$ cat config.mk
export PLATFORM = sky130hd
export DESIGN_NAME = multiportRegFile
export DESIGN_NICKNAME = d
export VERILOG_FILES = /design/src/source/regFilePkg.sv /design/src/source/portDecoder.sv /design/src/source/regSlice.sv /design/src/source/readCombiner.sv /design/src/source/multiportRegFile.sv
export SDC_FILE = /design/constraint.sdc
export NUM_CORES = 1
export LEC_CHECK = 0
export ABC_AREA = 0
export BUFFER_PORTS_ARGS = -buffer_cell sky130_fd_sc_hd__buf_2
export CORE_ASPECT_RATIO = 1.4
export CORE_UTILIZATION = 57
export DETAILED_ROUTE_END_ITERATION = 6
export HOLD_SLACK_MARGIN = 0.05
export PLACE_DENSITY = 0.77
export SLEW_MARGIN = 20
export SYNTH_ARGS = -nofsm -noshare
export SYNTH_HDL_FRONTEND = slang
export SYNTH_SLANG_ARGS = --single-unit
export TNS_END_PERCENT = 50
$ cat constraint.sdc
create_clock -name clk0 -period 2.3 [get_ports clk0]
set_input_delay 0.46 -clock clk0 [delete_from_list [all_inputs] [get_ports clk0]]
set_output_delay 0.46 -clock clk0 [all_outputs]
set_load 0.1 [all_outputs]
$ cat src/source/regFilePkg.sv
// shared widths and types for the 16-bit four-port register file
// widths are fixed by the 4-bit slice, nothing here is meant to be overridden

package regFilePkg;

    // slice geometry
    localparam int SliceWidth = 4;                      // bits held by one slice
    localparam int NumSlices  = 4;                      // slices chained per word
    localparam int WordWidth  = SliceWidth * NumSlices; // full data width, 16

    // register array
    localparam int NumRegs    = 4;                      // RG0..RG3
    localparam int NumPorts   = 4;                      // A, B, C, X

    // one slice's share of a word
    typedef logic [SliceWidth-1:0] nibble;

    // full register value as seen at the ports
    typedef logic [WordWidth-1:0] dataWord;

    // register number on a port
    typedef logic [$clog2(NumRegs)-1:0] regAddr;

    // one-hot register select, bit r targets RGr
    typedef logic [NumRegs-1:0] regSelect;

endpackage : regFilePkg

$ cat src/source/portDecoder.sv
// command decode, pure combinational, no state
// inputs only count in a cycle with cmdStrobe high
// a write to RG0 from any port suppresses the count
module portDecoder import regFilePkg::*; (
    input  logic     cmdStrobe,     // one-cycle command strobe
    input  logic     incr,          // count request for RG0

    input  logic     aEn,           // port A enable
    input  logic     aWr,           // port A write request
    input  logic     aRd,           // port A read request
    input  regAddr   aAddr,         // port A register
    input  dataWord  aWrData,       // port A write data

    input  logic     bEn,
    input  logic     bWr,
    input  logic     bRd,
    input  regAddr   bAddr,
    input  dataWord  bWrData,

    input  logic     cEn,
    input  logic     cWr,
    input  logic     cRd,
    input  regAddr   cAddr,
    input  dataWord  cWrData,

    input  logic     xEn,
    input  logic     xWr,
    input  logic     xRd,
    input  regAddr   xAddr,
    input  dataWord  xWrData,

    output logic     cmdValid,      // strobe forwarded to the combiner

    output regSelect aWrSel,        // one-hot write target, zero if no write
    output regAddr   aAddrQ,        // address for the read mux
    output dataWord  aWrWord,       // write data, unchanged
    output logic     aRdEn,         // read enable, gated

    output regSelect bWrSel,
    output regAddr   bAddrQ,
    output dataWord  bWrWord,
    output logic     bRdEn,

    output regSelect cWrSel,
    output regAddr   cAddrQ,
    output dataWord  cWrWord,
    output logic     cRdEn,

    output regSelect xWrSel,
    output regAddr   xAddrQ,
    output dataWord  xWrWord,
    output logic     xRdEn,

    output logic     cntEn          // RG0 count, after write priority
);

    logic [NumPorts-1:0] wrReq;     // per-port write request, bit 0 is A
    logic [NumPorts-1:0] rg0Hit;    // per-port write aimed at RG0

    // one-hot select for a port, all zero when the port does not write
    function automatic regSelect selFor(input logic req, input regAddr addr);
        regSelect sel;
        sel = '0;
        if (req) begin
            sel[addr] = 1'b1;
        end
        return sel;
    endfunction

    // write requests need strobe, enable and write
    assign wrReq[0] = cmdStrobe & aEn & aWr;
    assign wrReq[1] = cmdStrobe & bEn & bWr;
    assign wrReq[2] = cmdStrobe & cEn & cWr;
    assign wrReq[3] = cmdStrobe & xEn & xWr;

    assign aWrSel = selFor(wrReq[0], aAddr);
    assign bWrSel = selFor(wrReq[1], bAddr);
    assign cWrSel = selFor(wrReq[2], cAddr);
    assign xWrSel = selFor(wrReq[3], xAddr);

    // address and data go through as they are
    assign aAddrQ  = aAddr;
    assign bAddrQ  = bAddr;
    assign cAddrQ  = cAddr;
    assign xAddrQ  = xAddr;
    assign aWrWord = aWrData;
    assign bWrWord = bWrData;
    assign cWrWord = cWrData;
    assign xWrWord = xWrData;

    // read enables, the combiner masks with these
    assign aRdEn = cmdStrobe & aEn & aRd;
    assign bRdEn = cmdStrobe & bEn & bRd;
    assign cRdEn = cmdStrobe & cEn & cRd;
    assign xRdEn = cmdStrobe & xEn & xRd;

    // any port writing RG0 beats the count
    assign rg0Hit = {xWrSel[0], cWrSel[0], bWrSel[0], aWrSel[0]};
    assign cntEn  = cmdStrobe & incr & ~(|rg0Hit);

    assign cmdValid = cmdStrobe;

endmodule : portDecoder

$ cat src/source/regSlice.sv
// one 4-bit slice, four registers, RG0 counts on carryIn
// same-register writes from several ports merge by OR
// read nibbles and carryOut come straight from the stored state
module regSlice import regFilePkg::*; (
    input  logic     clk0,
    input  logic     arstN,

    input  regSelect aWrSel,        // write targets per port
    input  regSelect bWrSel,
    input  regSelect cWrSel,
    input  regSelect xWrSel,

    input  regAddr   aAddrQ,        // read addresses per port
    input  regAddr   bAddrQ,
    input  regAddr   cAddrQ,
    input  regAddr   xAddrQ,

    input  nibble    aWrNib,        // this slice's share of the write words
    input  nibble    bWrNib,
    input  nibble    cWrNib,
    input  nibble    xWrNib,

    input  logic     carryIn,       // count into RG0, from slice below

    output nibble    aRdNib,        // unmasked read data per port
    output nibble    bRdNib,
    output nibble    cRdNib,
    output nibble    xRdNib,

    output logic     carryOut,      // carry to slice above
    output logic     sliceEqual     // RG0 == RG3 in this slice
);

    nibble    rg [NumRegs];         // RG0..RG3
    nibble    mergeData [NumRegs];  // OR of all data aimed at each reg
    regSelect wrHit;                // reg written by at least one port

    // wired-OR merge, like the bus on the real part
    always_comb begin
        for (int r = 0; r < NumRegs; r++) begin
            wrHit[r]     = aWrSel[r] | bWrSel[r] | cWrSel[r] | xWrSel[r];
            mergeData[r] = (aWrSel[r] ? aWrNib : '0) |
                           (bWrSel[r] ? bWrNib : '0) |
                           (cWrSel[r] ? cWrNib : '0) |
                           (xWrSel[r] ? xWrNib : '0);
        end
    end

    always_ff @(posedge clk0 or negedge arstN) begin
        if (!arstN) begin
            for (int r = 0; r < NumRegs; r++) begin
                rg[r] <= '0;
            end
        end else begin
            for (int r = 0; r < NumRegs; r++) begin
                if (wrHit[r]) begin
                    rg[r] <= mergeData[r];      // write wins
                end else if (r == 0 && carryIn) begin
                    rg[r] <= rg[r] + 1'b1;      // count, wraps at 4'hF
                end
            end
        end
    end

    // read muxes, old value during a write
    assign aRdNib = rg[aAddrQ];
    assign bRdNib = rg[bAddrQ];
    assign cRdNib = rg[cAddrQ];
    assign xRdNib = rg[xAddrQ];

    // ripple carry, passes only when RG0 is all ones
    assign carryOut   = carryIn & (&rg[0]);
    assign sliceEqual = (rg[0] == rg[NumRegs-1]);

endmodule : regSlice

$ cat src/source/readCombiner.sv
// output stage, one cycle after the command
// ports not read give zero, all outputs are zero in cycles without rdValid
module readCombiner import regFilePkg::*; (
    input  logic                 clk0,
    input  logic                 arstN,

    input  logic                 cmdValid,   // command this cycle

    input  logic                 aRdEn,      // read enables per port
    input  logic                 bRdEn,
    input  logic                 cRdEn,
    input  logic                 xRdEn,

    input  dataWord              aNibs,      // slice nibbles, slice 0 in bits 3:0
    input  dataWord              bNibs,
    input  dataWord              cNibs,
    input  dataWord              xNibs,

    input  logic [NumSlices-1:0] sliceEqual, // per-slice RG0 == RG3
    input  logic                 lastCarry,  // carry out of top slice

    output logic                 rdValid,    // one pulse per command
    output dataWord              aRdData,
    output dataWord              bRdData,
    output dataWord              cRdData,
    output dataWord              xRdData,
    output logic                 equal,      // whole-word RG0 == RG3
    output logic                 overflow    // counter wrapped from all ones
);

    dataWord aMasked;
    dataWord bMasked;
    dataWord cMasked;
    dataWord xMasked;
    logic    wordEqual;

    // unread ports drive zero
    assign aMasked = aRdEn ? aNibs : '0;
    assign bMasked = bRdEn ? bNibs : '0;
    assign cMasked = cRdEn ? cNibs : '0;
    assign xMasked = xRdEn ? xNibs : '0;

    assign wordEqual = &sliceEqual; // every nibble must match

    always_ff @(posedge clk0 or negedge arstN) begin
        if (!arstN) begin
            rdValid  <= 1'b0;
            aRdData  <= '0;
            bRdData  <= '0;
            cRdData  <= '0;
            xRdData  <= '0;
            equal    <= 1'b0;   // low after reset even with RG0 == RG3
            overflow <= 1'b0;
        end else begin
            rdValid <= cmdValid;
            if (cmdValid) begin
                aRdData  <= aMasked;
                bRdData  <= bMasked;
                cRdData  <= cMasked;
                xRdData  <= xMasked;
                equal    <= wordEqual;
                overflow <= lastCarry;  // cntEn already folded in
            end else begin
                aRdData  <= '0;         // idle cycle
                bRdData  <= '0;
                cRdData  <= '0;
                xRdData  <= '0;
                equal    <= 1'b0;
                overflow <= 1'b0;
            end
        end
    end

endmodule : readCombiner

$ cat src/source/multiportRegFile.sv
// 16-bit four-port register file built from four 4-bit slices
// writes commit at the edge after cmdStrobe, results show one cycle later
// back-to-back strobes allowed, there is no back-pressure
module multiportRegFile import regFilePkg::*; (
    input  logic    clk0,
    input  logic    arstN,
    input  logic    cmdStrobe,      // one-cycle command strobe
    input  logic    incr,           // count RG0

    input  logic    aEn,
    input  logic    aWr,
    input  logic    aRd,
    input  regAddr  aAddr,
    input  dataWord aWrData,

    input  logic    bEn,
    input  logic    bWr,
    input  logic    bRd,
    input  regAddr  bAddr,
    input  dataWord bWrData,

    input  logic    cEn,
    input  logic    cWr,
    input  logic    cRd,
    input  regAddr  cAddr,
    input  dataWord cWrData,

    input  logic    xEn,
    input  logic    xWr,
    input  logic    xRd,
    input  regAddr  xAddr,
    input  dataWord xWrData,

    output logic    rdValid,
    output dataWord aRdData,
    output dataWord bRdData,
    output dataWord cRdData,
    output dataWord xRdData,
    output logic    equal,
    output logic    overflow
);

    logic                 cmdValid;
    regSelect             aWrSel, bWrSel, cWrSel, xWrSel;
    regAddr               aAddrQ, bAddrQ, cAddrQ, xAddrQ;
    dataWord              aWrWord, bWrWord, cWrWord, xWrWord;
    logic                 aRdEn, bRdEn, cRdEn, xRdEn;
    logic                 cntEn;

    logic [NumSlices:0]   carry;        // carry[0] in, carry[NumSlices] overflow
    logic [NumSlices-1:0] sliceEqual;
    dataWord              aNibs, bNibs, cNibs, xNibs;   // reassembled read words

    portDecoder decoder_i (
        .cmdStrobe, .incr,
        .aEn, .aWr, .aRd, .aAddr, .aWrData,
        .bEn, .bWr, .bRd, .bAddr, .bWrData,
        .cEn, .cWr, .cRd, .cAddr, .cWrData,
        .xEn, .xWr, .xRd, .xAddr, .xWrData,
        .cmdValid,
        .aWrSel, .aAddrQ, .aWrWord, .aRdEn,
        .bWrSel, .bAddrQ, .bWrWord, .bRdEn,
        .cWrSel, .cAddrQ, .cWrWord, .cRdEn,
        .xWrSel, .xAddrQ, .xWrWord, .xRdEn,
        .cntEn
    );

    assign carry[0] = cntEn;    // count enters at the low slice

    for (genvar sl = 0; sl < NumSlices; sl++) begin : sliceGen
        regSlice slice_i (
            .clk0, .arstN,
            .aWrSel, .bWrSel, .cWrSel, .xWrSel,
            .aAddrQ, .bAddrQ, .cAddrQ, .xAddrQ,
            .aWrNib     (aWrWord[sl*SliceWidth +: SliceWidth]),
            .bWrNib     (bWrWord[sl*SliceWidth +: SliceWidth]),
            .cWrNib     (cWrWord[sl*SliceWidth +: SliceWidth]),
            .xWrNib     (xWrWord[sl*SliceWidth +: SliceWidth]),
            .carryIn    (carry[sl]),
            .aRdNib     (aNibs[sl*SliceWidth +: SliceWidth]),
            .bRdNib     (bNibs[sl*SliceWidth +: SliceWidth]),
            .cRdNib     (cNibs[sl*SliceWidth +: SliceWidth]),
            .xRdNib     (xNibs[sl*SliceWidth +: SliceWidth]),
            .carryOut   (carry[sl+1]),
            .sliceEqual (sliceEqual[sl])
        );
    end : sliceGen

    readCombiner combiner_i (
        .clk0, .arstN,
        .cmdValid,
        .aRdEn, .bRdEn, .cRdEn, .xRdEn,
        .aNibs, .bNibs, .cNibs, .xNibs,
        .sliceEqual,
        .lastCarry  (carry[NumSlices]),
        .rdValid,
        .aRdData, .bRdData, .cRdData, .xRdData,
        .equal, .overflow
    );

endmodule : multiportRegFile

Word-level counts from Yosys, hierarchy flattened
Index checks and enable logic that the tools add are counted.
{"block": "op_classes", "add_sub_neg": 4, "mul": 0, "n_div": 0, "order_cmp": 12, "eq_ne": 4, "n_shift": 0, "mux": 142, "n_bitwise": 83, "n_reduce_logical": 14}
{"cell": "$mux W4", "count": 108}
{"cell": "$or A4 B4 Y4", "count": 48}
{"cell": "$bmux W4 S2", "count": 16}
{"cell": "$mux W16", "count": 8}
{"cell": "$reduce_and A4 Y1", "count": 5}
{"cell": "$and A1 B1 Y1", "count": 18}
{"cell": "$add A4 B1 Y4 const B", "count": 4}
{"cell": "$eq A4 B4 Y1", "count": 4}
{"cell": "$ge A3 B3 Y1 const B", "count": 4}
{"cell": "$lt A2 B3 Y1 const B", "count": 4}
{"cell": "$not A2 Y3", "count": 4}
{"cell": "$or A1 B1 Y1", "count": 12}
{"cell": "$demux W1 S2", "count": 4}
{"cell": "$ge A2 B1 Y1 const B", "count": 4}
{"cell": "$reduce_bool A2 Y1", "count": 4}
{"cell": "$mux W1", "count": 6}
{"cell": "$logic_and A1 B1 Y1", "count": 4}
{"cell": "$reduce_or A4 Y1", "count": 1}
{"cell": "$not A1 Y1", "count": 1}
{"block": "word_totals", "regBits": 131, "latchBits": 0, "ram_bits": 0, "romBits": 0, "in_bits": 88, "output_inout_bits": 67, "memories": 0}

Logic depth before layout (Yosys ltp)
{"block": "depth", "ltp_word": 13, "ltp_mapped": 8, "depth_no_buf": 5}

Modules after synthesis
Synthesis repeated with hierarchy kept, for this count alone.
{"block": "unflattened", "hier_cells": 727, "hier_area_um2": 8334.2}
{"module": "regSlice", "instances": 4, "cells_each": 118, "area_each_um2": 1351.3}
{"module": "readCombiner", "instances": 1, "cells_each": 146, "area_each_um2": 2182.1}
{"module": "portDecoder", "instances": 1, "cells_each": 109, "area_each_um2": 747.0}

Least setup slack after synthesis
No wires, ideal clock.
{"block": "synth_path", "path_type": "in2reg", "startpoint": "input port xAddr[0]", "endpoint": "register sliceGen[0].slice_i.rg[0] (netlist name)", "arrival_ns": 1.895, "required_time_ns": 2.175, "setup_slack_ns": 0.280, "stages": 8, "n_path_buf": 4, "path_cell_list": "buf_4 and2_1 clkbuf_1 a22oi_1 and3_1 buf_2 buf_4 mux2_2"}
{"block": "synth_between", "elab_chain_cells": 7}
{"element": "from (decl)", "line": "multiportRegFile.sv:31", "rtl": "input regAddr xAddr,"}
{"element": "$lt A2 B3 Y1 (not written as such) / $ge A2 B1 Y1 (equally long branches)", "line": "portDecoder.sv:65", "rtl": "sel[addr] = 1'b1;"}
{"element": "$logic_and A1 B1 Y1 (not written as such)", "line": "portDecoder.sv:65"}
{"element": "$mux W1 (not written as such)", "line": "portDecoder.sv:65"}
{"element": "$demux W1 S2 *"}
{"element": "$mux W4 *", "line": "portDecoder.sv:64", "rtl": "if (req) begin"}
{"element": "$mux W4", "line": "regSlice.sv:45", "rtl": "(xWrSel[r] ? xWrNib : '0);"}
{"element": "$or A4 B4 Y4", "line": "regSlice.sv:44", "rtl": "(cWrSel[r] ? cWrNib : '0) |"}
{"element": "to (signal, indexed assignment)", "line": "regSlice.sv:57", "rtl": "rg[r] <= mergeData[r];"}
{"element": "to (signal, indexed assignment)", "line": "regSlice.sv:59", "rtl": "rg[r] <= rg[r] + 1'b1;"}
{"element": "to (decl)", "line": "regSlice.sv:34", "rtl": "nibble rg [NumRegs];"}
Mark *: on every way between the ends. The rest lies on a longest branch, timed or not.
A chain may end at the register's enable or synchronous reset.

Worst setup path after layout
{"block": "layout_path", "startpoint": "register sliceGen[1].slice_i.rg[12] (netlist name)", "endpoint": "register sliceGen[2].slice_i.rg[13] (netlist name)"}
{"block": "layout_between", "elab_chain_cells": 3}
{"element": "from (decl)", "line": "regSlice.sv:34"}
{"element": "from (signal, indexed assignment)", "line": "regSlice.sv:57"}
{"element": "from (signal, indexed assignment)", "line": "regSlice.sv:59"}
{"element": "$reduce_and A4 Y1", "line": "regSlice.sv:72", "rtl": "assign carryOut = carryIn & (&rg[0]);"}
{"element": "$and A1 B1 Y1", "line": "regSlice.sv:72"}
{"element": "$reduce_bool A2 Y1 (no source line)"}
{"element": "to (signal, indexed assignment)", "line": "regSlice.sv:57"}
{"element": "to (signal, indexed assignment)", "line": "regSlice.sv:59"}
{"element": "to (decl)", "line": "regSlice.sv:34"}
Every way passes these cells.

==> summary.md <==
| Metric | Value |
|---|---|
| Worst Setup Start Kind | `flop` |
| Unrepaired setup endpoints after global routing | `false` |
| GRT Residual Overflow | `0` |
| Area grow syn2layout | `19.93%` |
| FP Rows | `52` |
| Starting DRC count in detailed routing | `814` |
| Total CTS buffers | `17` |
| CTS sink cnt | `131` |
| Pwr Density | `711.0 nW/um2` |
| Clk_lat worst skew | `0.42 ns` |
| Initial Util | `59.18%` |
| # IOs | `155` |
| Largest net degree at the start of global routing | `59` |
| Reg clk slew, reported paths | `0.06 ns` |
| Avg Inst Size Synth | `10.57 um2` |
| Final Setup Violations | `0` |
| Top cell type's share of synthesized area | `37.84%` |
| Reg2Reg Depth | `5` |
| Peak Freq | `472.5 MHz` |
| GRT Overall Usage | `37.27%` |
| Critical R2R Launch | `sliceGen[1].slice_i.rg[12]` |
| Synth cell types | `39` |
| # nets final | `1,041` |
| FF+latch area | `3278 um2` |
| Top FF cell, synth | `dfrtp_1` |
| Max VDD drop | `0.6710 mV` |
| Synth async-reset ratio | `100.0%` |
| DRC Markers | `0` |
| Static Leak | `4.822 nW` |
| Overall die width | `106.2 um` |
| Buffers inserted by post-CTS timing repair | `0` |
| Hold Slack | `0.3462 ns` |
| H-tree levels | `4` |
| Final GP Congestion | `0.9200` |
| Max Cap Violations | `0` |
| Sequential share of the synthesized area | `37.84%` |
| Port Buf Inserts | `154` |
| DRT antenna net count | `0` |
| Final HPWL DP | `19.68 mm` |
| Status | `finished, final reports clean` |
| DP Area | `9714 um2` |
| Via/cell ratio | `6.883` |
| Crit end category | `flop` |
| Seq cells post-synth | `131` |
| Util after Layout | `70.97%` |
| Final min period | `2.116 ns` |
| CTS Root Cell | `clkbuf_16` |
| Total power | `7.388 mW` |
| Synth area leader | `dfrtp_1` |
| Total wire length | `28.49 mm` |
| Footprint of the multi-input gates | `4967 um2` |
| Worst Path Max Fanout | `8` |
| Max_slew headroom | `55.82%` |
| First-pass GRT wire length | `43.76 mm` |
| Worst R2R End | `sliceGen[2].slice_i.rg[13]` |
| Post-route design area | `10,390 um2` |
| Chip Height | `147.9 um` |
| Mapped Area | `8663 um2` |
| YS warnings | `0` |
| Layout cells sized above 1 | `36.17%` |
| DRT Pass-1 Iters | `5` |
| Worst EP required | `2.60 ns` |
| Vias in the first global route | `7,496` |
| Clock Skew | `0.01154 ns` |
| Hold_buf cts | `1` |
| Crit Path Category | `flop to flop` |
| Worst Hold Class | `primary input to flop` |
| Antenna violations before repair | `2` |
| R2R Setup Slk | `0.18 ns` |
| Clock Tree Buf Depth | `2` |
| CTS tree | `built` |
| Cells after Synth | `820` |
| Worst Setup SP | `sliceGen[1].slice_i.rg[12]` |
| Max Slew Vio Count | `0` |
| Die Area | `15,700 um2` |
| Number of synthesized flops with an enable pin | `0` |
| Post-CTS sizing | `0` |
| Core Box Area | `14,640 um2` |
| Total number of vias | `7,929` |
| Finished Layout Cells | `1,152` |
| Worst-margin pin slew | `0.6460 ns` |
| Drt wl/cell | `24.73 um` |
| CP Capture Point | `sliceGen[2].slice_i.rg[13]` |
| Top cells by area, synth | `dfrtp_1 38%, mux4_2 16%, nand3_1 12%` |
| CP arrival | `2.42 ns` |
| Fillers | `1,039` |
| Final Hold Vio Count | `0` |
| Syn Nets | `912` |
| Tcrit/Tclk final | `92.01%` |
| Dpl cells | `1,118` |
[final cells by class]
class	count	area share (%)
Antenna cell	1	0.02408
Clock buffer	17	4.094
Clock inverter	15	2.288
Inverter	1	0.03613
Multi-Input combinational cell	594	47.81
Sequential cell	131	31.55
Tap cell	189	2.276
Timing Repair Buffer	204	11.92
[cell usage after synthesis, drive strengths merged, types with 5 or more instances]
master	instances
nor4	6
nand4	55
and2	8
xnor2	15
a22o	5
a22oi	11
a2111oi	10
clkbuf	59
nor2b	68
mux4	64
and3	39
mux2	48
nand3	203
mux2i	12
buf	35
dfrtp	131
nand2	9
xor2	12
[worst min path at each step]
| stage | startpoint | endpoint | slack, ns | cells after the start |
|---|---|---|---|---|
| finish | cWrData[12] | sliceGen[3].slice_i.rg[12] | 0.35 | 3 |
| detailed placement | arstN | combiner_i.bRdData[2] | 0.35 | 1 |
| floorplan | arstN | combiner_i.aRdData[0] | 0.16 | 0 |
| CTS | cWrData[12] | sliceGen[3].slice_i.rg[12] | 0.33 | 3 |
| global placement | arstN | combiner_i.bRdData[2] | 0.36 | 1 |
| global route | cWrData[12] | sliceGen[3].slice_i.rg[12] | 0.38 | 3 |
[cell usage in the layout, fill, tap and decap left out, drive strengths merged, types with 3 or more instances in the layout]
cell,n
mux2,48
and3,39
or3,4
nand3,203
nor4,6
xor2,12
nand2,9
and2,8
dfrtp,131
ha,4
a2111oi,10
nand4,55
and3b,4
a22oi,11
buf,203
xnor2,15
a22o,5
a31oi,3
nor2b,68
bufinv,6
clkinv,7
clkbuf,17
nor2,3
mux4,64
mux2i,12
[through the flow]
| step | setup TNS (ns) | worst slack, ns |
|---|---|---|
| 6_report | 0 | 0.1837 |
| 5_1_grt | 0 | 0.1009 |
| 4_1_cts | 0 | 0.2257 |
| 3_5_place_dp | 0 | 0.0001521 |
| 3_3_place_gp | -0.009942 | -0.009942 |
| 2_1_floorplan | 0 | 0.2801 |
[logic make-up after synthesis]
group	Yosys count	synth area share [%]
compound gates	33	3.192
xor+xnor	27	2.730
fa+ha+maj	4	0.5777
buf+inv	95	4.824
flops	131	37.84
mux	124	24.39
simple gates	406	26.44
[report_power, final]
| group | total [mW] | internal, mW | leakage [nW] | switching, mW |
|---|---|---|---|---|
| registers | 2.74 | 2.46 | 1.80 | 0.283 |
| logic | 1.59 | 0.716 | 2.70 | 0.871 |
| clock network | 3.06 | 2.02 | 0.322 | 1.03 |
| total | 7.39 | 5.20 | 4.82 | 2.19 |
[sequential cells by signal, indices dropped and copies added (netlist names)]
register / count
combiner_i.equal: 1
combiner_i.xRdData: 16
combiner_i.overflow: 1
combiner_i.cRdData: 16
sliceGen.slice_i.rg: 64
combiner_i.bRdData: 16
combiner_i.aRdData: 16
combiner_i.rdValid: 1
[layer usage]
layer / global-route usage [%] / wire length [um]
met4: 10.42 / 745
met5: 0 / 11
met3: 8.157 / 2922
met2: 62.66 / 14360
met1: 48.64 / 10450
[critical path: stages, from the launching register on]
cell and delay (ns):
dfrtp_1 0.59, ha_1 0.28, nand4_1 0.22, or3_1 0.44
nor4b_1 0.18, o32a_1 0.29
(Power assumes the default switching activity.)
